<file path="src/verilog/ising_pkg.sv">
// Shared sizes and bus types for the coupled-oscillator Ising machine
// Holds the array geometry, the weight encoding and the write request layout
`default_nettype none

package ising_pkg;

    // Number of spins
    // The cell array is NUM_SPINS by NUM_SPINS
    localparam int NUM_SPINS = 4;

    // Delay taps per cell
    // Must be odd so that a neutral middle tap exists
    localparam int NUM_WEIGHTS = 15;

    // Bits needed to hold a tap index
    localparam int WEIGHT_W = $clog2(NUM_WEIGHTS);

    // Middle tap gives the same delay for match and mismatch
    localparam logic [WEIGHT_W-1:0] WEIGHT_RESET = WEIGHT_W'(NUM_WEIGHTS / 2);

    // Register stages that model one LUT buffer
    localparam int NUM_LUTS = 2;

    // Cell address is row * NUM_SPINS + column
    localparam int ADDR_W = 4;

    // Write request, valid in the cycle where wready is high
    typedef struct packed {
        logic              wready;
        logic [ADDR_W-1:0] waddr;
        logic [31:0]       wdata;
    } bus_wr_t;

    // One phase or sign bit per spin
    typedef logic [NUM_SPINS-1:0] spin_vec_t;

endpackage

`default_nettype wire

</file>
<file path="src/verilog/delay_buffer.sv">
// Clocked stand-in for one LUT delay element
// Shifts the phase edge through NUM_LUTS register stages
`timescale 1ns/1ps
`default_nettype none

module delay_buffer (
    input  logic clk,
    input  logic ising_rstn,
    input  logic in,
    output logic out
);
    import ising_pkg::*;

    // One register per LUT in the original chain
    logic [NUM_LUTS-1:0] stage;

    always_ff @(posedge clk) begin
        if (!ising_rstn) begin
            stage <= '0;
        end else begin
            stage[0] <= in;
            for (int k = 1; k < NUM_LUTS; k++) begin
                stage[k] <= stage[k-1];
            end
        end
    end

    // Oldest stage is the delayed phase
    assign out = stage[NUM_LUTS-1];

endmodule

`default_nettype wire

</file>
<file path="src/verilog/coupled_cell.sv">
// One coupling cell of the oscillator ring
// Delays the phase edge by a tap picked from the stored weight
// and from whether the edge agrees with the source spin
`timescale 1ns/1ps
`default_nettype none

module coupled_cell (
    input  logic        ising_rstn,
    input  logic        sout,
    input  logic        din,
    output logic        dout,
    input  logic        clk,
    input  logic        axi_rstn,
    input  logic        wready,
    input  logic        wr_addr_match,
    input  logic [31:0] wdata,
    output logic [31:0] rdata
);
    import ising_pkg::*;

    logic [WEIGHT_W-1:0]    weight;
    logic [NUM_WEIGHTS-1:0] weight_oh;
    logic [NUM_WEIGHTS-1:0] d_buf;
    logic [NUM_WEIGHTS-1:0] sel_mi;
    logic [NUM_WEIGHTS-1:0] sel_ma;
    logic                   mismatch;
    logic                   dout_pre;
    logic                   dout_int;

    // Weight register written from the bus
    always_ff @(posedge clk) begin
        if (!axi_rstn) begin
            weight <= WEIGHT_RESET;
        end else if (wready && wr_addr_match) begin
            weight <= wdata[WEIGHT_W-1:0];
        end
    end

    // Readback is the weight with zero upper bits
    assign rdata = {{(32 - WEIGHT_W){1'b0}}, weight};

    // Tap chain
    // Tap t is NUM_LUTS * (t + 1) cycles behind din
    for (genvar t = 0; t < NUM_WEIGHTS; t++) begin : g_tap
        if (t == 0) begin : g_first
            delay_buffer u_buf (
                .clk        (clk),
                .ising_rstn (ising_rstn),
                .in         (din),
                .out        (d_buf[t])
            );
        end else begin : g_next
            delay_buffer u_buf (
                .clk        (clk),
                .ising_rstn (ising_rstn),
                .in         (d_buf[t-1]),
                .out        (d_buf[t])
            );
        end
    end

    // One-hot weight gates the two candidate taps
    // A mismatched edge uses tap = weight
    // A matched edge uses the mirrored tap
    for (genvar t = 0; t < NUM_WEIGHTS; t++) begin : g_sel
        assign weight_oh[t] = (weight == WEIGHT_W'(t));
        assign sel_mi[t]    = weight_oh[t] & d_buf[t];
        assign sel_ma[t]    = weight_oh[NUM_WEIGHTS-1-t] & d_buf[t];
    end

    // Edge disagrees with the source spin
    assign mismatch = sout ^ din;
    assign dout_pre = mismatch ? (|sel_mi) : (|sel_ma);

    // Output buffer adds NUM_LUTS more cycles
    delay_buffer u_out_buf (
        .clk        (clk),
        .ising_rstn (ising_rstn),
        .in         (dout_pre),
        .out        (dout_int)
    );

    // Hold the ring low while the oscillators are stopped
    assign dout = ising_rstn & dout_int;

endmodule

`default_nettype wire

</file>
<file path="src/verilog/weight_bus.sv">
// Register bus front end for the weight array
// Decodes the write address per cell and muxes the cell readback
`timescale 1ns/1ps
`default_nettype none

module weight_bus (
    input  ising_pkg::bus_wr_t                                     wr,
    input  logic [ising_pkg::ADDR_W-1:0]                           raddr,
    input  logic [31:0] cell_rdata [ising_pkg::NUM_SPINS*ising_pkg::NUM_SPINS],
    output logic [ising_pkg::NUM_SPINS*ising_pkg::NUM_SPINS-1:0]   wr_addr_match,
    output logic [31:0]                                            rdata
);
    import ising_pkg::*;

    localparam int NUM_CELLS = NUM_SPINS * NUM_SPINS;

    // One match line per cell
    // wready is qualified inside the cell
    always_comb begin
        for (int c = 0; c < NUM_CELLS; c++) begin
            wr_addr_match[c] = (wr.waddr == ADDR_W'(c));
        end
    end

    // Readback mux
    // An address with no cell behind it reads 0
    always_comb begin
        rdata = '0;
        for (int c = 0; c < NUM_CELLS; c++) begin
            if (raddr == ADDR_W'(c)) begin
                rdata = cell_rdata[c];
            end
        end
    end

endmodule

`default_nettype wire

</file>
<file path="src/verilog/spin_readout.sv">
// Spin sign readout
// Samples every phase against spin 0 on the rising edge of phase[0]
`timescale 1ns/1ps
`default_nettype none

module spin_readout (
    input  logic                 clk,
    input  logic                 axi_rstn,
    input  ising_pkg::spin_vec_t phase,
    output ising_pkg::spin_vec_t spins,
    output logic                 spins_valid
);
    import ising_pkg::*;

    logic ref_q;
    logic ref_rise;

    // Reference spin one cycle back
    // Its rising edge marks a sample point
    assign ref_rise = phase[0] & ~ref_q;

    always_ff @(posedge clk) begin
        if (!axi_rstn) begin
            ref_q       <= 1'b0;
            spins       <= '0;
            spins_valid <= 1'b0;
        end else begin
            ref_q       <= phase[0];
            spins_valid <= ref_rise;
            // Sign relative to spin 0
            if (ref_rise) begin
                spins <= phase ^ {NUM_SPINS{phase[0]}};
            end
        end
    end

endmodule

`default_nettype wire

</file>
<file path="src/verilog/ising_core.sv">
// Top of the coupled-oscillator Ising machine
// Rows of coupled cells form one ring oscillator per spin
// The weight bus reaches every cell and the readout samples the rings
`timescale 1ns/1ps
`default_nettype none

module ising_core (
    input  logic                         clk,
    input  logic                         axi_rstn,
    input  logic                         ising_rstn,
    input  ising_pkg::bus_wr_t           wr,
    input  logic [ising_pkg::ADDR_W-1:0] raddr,
    output logic [31:0]                  rdata,
    output ising_pkg::spin_vec_t         phase,
    output ising_pkg::spin_vec_t         spins,
    output logic                         spins_valid
);
    import ising_pkg::*;

    localparam int NUM_CELLS = NUM_SPINS * NUM_SPINS;

    logic [NUM_CELLS-1:0] wr_addr_match;
    logic [31:0]          cell_rdata [NUM_CELLS];
    logic [NUM_SPINS-1:0] cell_dout  [NUM_SPINS];
    logic [NUM_SPINS-1:0] ring_fb;

    // Row i is the ring of spin i
    // Column j couples it to spin j
    for (genvar i = 0; i < NUM_SPINS; i++) begin : g_row
        // Ring closes through one inverter
        assign ring_fb[i] = ~cell_dout[i][NUM_SPINS-1];
        assign phase[i]   = cell_dout[i][NUM_SPINS-1];

        for (genvar j = 0; j < NUM_SPINS; j++) begin : g_col
            coupled_cell u_cell (
                .ising_rstn    (ising_rstn),
                .sout          (phase[j]),
                .din           ((j == 0) ? ring_fb[i] : cell_dout[i][(j == 0) ? 0 : j-1]),
                .dout          (cell_dout[i][j]),
                .clk           (clk),
                .axi_rstn      (axi_rstn),
                .wready        (wr.wready),
                .wr_addr_match (wr_addr_match[i*NUM_SPINS+j]),
                .wdata         (wr.wdata),
                .rdata         (cell_rdata[i*NUM_SPINS+j])
            );
        end
    end

    weight_bus u_weight_bus (
        .wr            (wr),
        .raddr         (raddr),
        .cell_rdata    (cell_rdata),
        .wr_addr_match (wr_addr_match),
        .rdata         (rdata)
    );

    spin_readout u_spin_readout (
        .clk         (clk),
        .axi_rstn    (axi_rstn),
        .phase       (phase),
        .spins       (spins),
        .spins_valid (spins_valid)
    );

endmodule

`default_nettype wire

</file>
<file path="config.mk">
export PLATFORM = sky130hd
export DESIGN_NAME = ising_core
export DESIGN_NICKNAME = d
export VERILOG_FILES = /design/src/verilog/ising_pkg.sv /design/src/verilog/delay_buffer.sv /design/src/verilog/coupled_cell.sv /design/src/verilog/weight_bus.sv /design/src/verilog/spin_readout.sv /design/src/verilog/ising_core.sv
export SDC_FILE = /design/constraint.sdc
export NUM_CORES = 1
export LEC_CHECK = 0
export ABC_AREA = 1
export CAP_MARGIN = 20
export CORE_UTILIZATION = 52
export CTS_CLUSTER_DIAMETER = 200
export DETAILED_ROUTE_END_ITERATION = 8
export DONT_BUFFER_PORTS = 1
export PLACE_DENSITY = 0.71
export SLEW_MARGIN = 40
export SYNTH_ARGS = -nofsm -noshare
export SYNTH_HDL_FRONTEND = slang
export SYNTH_SLANG_ARGS = --single-unit
</file>
<file path="constraint.sdc">
create_clock -name clk -period 1.5 [get_ports clk]
set_input_delay 0.15 -clock clk [delete_from_list [all_inputs] [get_ports clk]]
set_output_delay 0.15 -clock clk [all_outputs]
set_load 0.01 [all_outputs]
</file>
==> metrics.yaml <==
run_status:
  status: "finished, violations left"
  violations: "setup timing"
timing:
  rsz0062_at_grt: "true"
  fin_crit_sh: 1.45
  clock_skew_ps: 11.7
  hold_viol: 0
  setup_viol: 8
  slew_headroom: 0.459
  final.setup.tns_ps: -2720
  worst_slack_ps: -681
  slew_viol_final: 0
  fmax_mhz: 458
  worstMarginPinSlew_ps: 808
  period_needed_ps: 2180
clock_tree:
  htree_levels: 2
  cts_buffers: 58
  clock-sinks: 581
  clk_pin_slew_ps: 60
  clk_path_buf_depth: 3
  cts_tree: "yes"
  clk-insertion-delay-late_ps: 620
  root_buffer: "clkbuf_16"
drt:
  drt_iter0_drc: 1536
  routed_wl_mm: 61.6
  first_pass_iters: 7
  dr_total_vias: 21264
  wl_per_cell_um: 14.7
  viasPerCell: 5.09
  drcViolationCount: 0
  ant_nets: 0
floorplan:
  die_x_um: 209
  start_util: 0.530
  die_h_um: 209
  dieArea_um2: 43800
  fp-row-count: 75
  ios: 85
  core_area_um2: 42100
yosys:
  synth_seq_area_share: 0.521
  synth_fa_ha_area_frac: 0
  synthMuxAreaShare: 0
  synth_seq_cells: 581
  synthSimpleGateAreaFrac: 0.268
  synth_edf_count: 0
  synth_cell_type_count: 49
  synth-compound-area-share: 0.0654
  synth_ff_type: "dfxtp_1"
  postSynthAreaPerCell_um2: 7.44
  synth_top_family_by_area: "simple AND/OR/NAND/NOR gates"
  synth_area_um2: 22300
  synth_xor_area_frac: 0.00157
  synth-async-reset-ratio: 0
  syn_inst: 3002
  yosysWarningCount: 0
finish:
  regArea_um2: 11800
  final_util: 0.736
  num-fill-cells: 3104
  area_growth_pct: 39.0
  post_route_cells_drive_above_1_share: 0.140
  multiInputGateArea_um2: 8180
  antenna-diode-count: 0
  nets: 3638
pwr:
  finalPower_mw: 31.1
  vdd_drop_max_mv: 1.04
  p_leak_nw: 15.2
  power.density_nw_per_um2: 1000
placement:
  portBuffers: 0
  gp_congestion: 0.968
  post-dp-hpwl_mm: 34.9
  place_ws_ps: -304
setup_path:
  required_ps: 1350
  r2r-start: "g_row[0].g_col[3].u_cell.weight[2]$_SDFFE_PN1P_"
  path_class: "flop to output pin"
  r2r_end: "g_row[0].g_col[3].u_cell.u_out_buf.stage[0]$_SDFF_PN0_"
  cp-end-kind: "output pin"
  cp.arrival_ps: 2030
  reg2reg_slack_ps: -100
  reg2reg_depth: 7
  cp-start-kind: "flop"
  critPathMaxFanout: 2
flow_run:
  cap_viol_max_count: 0
min_path:
  whs_endpoint: "g_row[1].g_col[0].u_cell.weight[2]$_SDFFE_PN1P_"
  hp-class: "input pin to flop"
  whs_path_depth: 5
  hp-start: "wr[35]"
grt:
  grt_start_max_net_pins: 433
  grt_pass1_vias: 20837
  antenna_found_initial: 3
  overflow: 0
  track_usage: 0.275
  grt_pass1_wl_mm: 98.5
## final cells by class
| cell class | instances | share of cell area |
|---|---|---|
| multi-input combinational | 1644 | 0.264 |
| inverter | 699 | 0.0852 |
| clock inverter | 15 | 0.00492 |
| clock buffer | 90 | 0.0579 |
| tap | 539 | 0.0217 |
| timing repair buffer | 610 | 0.187 |
| sequential | 581 | 0.380 |
## per-stage QoR
step | area [µm²] | hold WS, ps | instances
after floorplan | 22400 | 340 | 3030
after global placement | 23600 | 266 | 3603
after detailed placement | 23600 | 271 | 3603
after CTS | 30300 | 1.17 | 4159
after global routing | 31000 | 46.5 | 4178
final | 31000 | 49.9 | 4178
## cells by family after synthesis
logic type / Yosys count
buf+inv: 805
simple gates: 1384
flops: 581
compound gates: 227
xor+xnor: 4
other cells: 1
## worst max-delay path, cell delays in order (launching register included)
cell and delay [ps]:
dfxtp_2 330, nand3_1 80, nand3_1 100, nor2_1 100, nand4_1 110, nand2_1 80
nand4_1 200, nor3_2 170, nand4_1 240
## flip-flops by register name, indices dropped and copies added, names as in the netlist
register	flops
g_row.g_col.u_cell.g_tap.g_first.u_buf.stage	32
g_row.g_col.u_cell.u_out_buf.stage	32
u_spin_readout.ref_q	1
u_spin_readout.spins_valid	1
u_spin_readout.spins	3
g_row.g_col.u_cell.weight	64
g_row.g_col.u_cell.g_tap.g_next.u_buf.stage	448
## Yosys cell counts, types with 2 or more instances
library cell | count | area, µm²
nor3b_1 | 4 | 30.0
buf_1 | 2 | 7.51
nor2_1 | 170 | 638
o2111ai_1 | 12 | 105
o21a_1 | 2 | 15.0
buf_2 | 49 | 245
o311ai_0 | 3 | 26.3
nor4_1 | 21 | 131
o21ai_0 | 55 | 275
and3_1 | 6 | 37.5
a311oi_1 | 8 | 70.1
nor3_2 | 2 | 20.0
xnor2_1 | 4 | 35.0
o22ai_1 | 30 | 188
clkbuf_1 | 19 | 71.3
a211oi_1 | 3 | 22.5
nor2_2 | 18 | 113
dfxtp_1 | 581 | 11600
nand3_1 | 309 | 1550
o2111a_1 | 7 | 78.8
inv_1 | 691 | 2590
a21oi_1 | 53 | 265
a31oi_1 | 4 | 25.0
inv_2 | 8 | 30.0
o21ai_1 | 5 | 25.0
buf_4 | 35 | 263
nor3_1 | 28 | 140
nand4_1 | 49 | 307
a221oi_1 | 2 | 17.5
o211ai_1 | 32 | 240
nand2_1 | 762 | 2860
nor2_4 | 11 | 124
## timing repair
item | 4_1_cts | 5_1_grt
setup buffers | 5 | 25
hold endpoints to repair | 573 | 5
endpoints found under the setup margin | 21 | 32
hold buffers | 446 | 1
pin swaps | 4 | 53
gates cloned | 0 | 0
resized for setup | 88 | 215
## where the power goes
group	leakage (nW)	switching [mW]	internal [mW]
Sequential	4.68	0.0744	15.5
Clock	0.968	5.97	8.68
Combinational	9.55	0.597	0.322
## cell usage in the layout (no fill, tap or decap), types with 22 or more instances in the layout
cell and count:
inv_2 26, dfxtp_1 518, dfxtp_2 36, nor3_1 22, o21ai_0 46, nor2_2 29, clkbuf_16 61, a21oi_1 46
buf_4 150, o22ai_1 26, nand2_1 744, inv_1 665, nand4_1 49, o211ai_1 32, conb_1 29, nor2_1 123
nor2_4 47, dfxtp_4 27, nand3_1 302, dlygate4sd3_1 435
## routing by layer
layer | up-vias | routed length (µm) | global-route usage
met4 | 4 | 2150 | 0.106
met1 | 10002 | 25400 | 0.333
met3 | 205 | 4430 | 0.0574
li1 | 10326 | - | -
met2 | 727 | 29600 | 0.476
met5 | - | 33 | 0
## worst max path at each step
stage / startpoint / endpoint / slack (ps)
detailed placement: raddr[3] / rdata[2] / -300
global route: g_row[0].g_col[0].u_cell.weight[3]$_SDFFE_PN0P_ / rdata[3] / -780
finish: g_row[0].g_col[0].u_cell.weight[2]$_SDFFE_PN1P_ / rdata[2] / -680
global placement: raddr[3] / rdata[0] / -200
floorplan: g_row[3].g_col[0].u_cell.weight[3]$_SDFFE_PN0P_ / g_row[3].g_col[0].u_cell.u_out_buf.stage[0]$_SDFF_PN0_ / 180
CTS: g_row[0].g_col[2].u_cell.weight[0]$_SDFFE_PN1P_ / rdata[0] / -660
No activity file was read; power rests on OpenSTA's default activity.
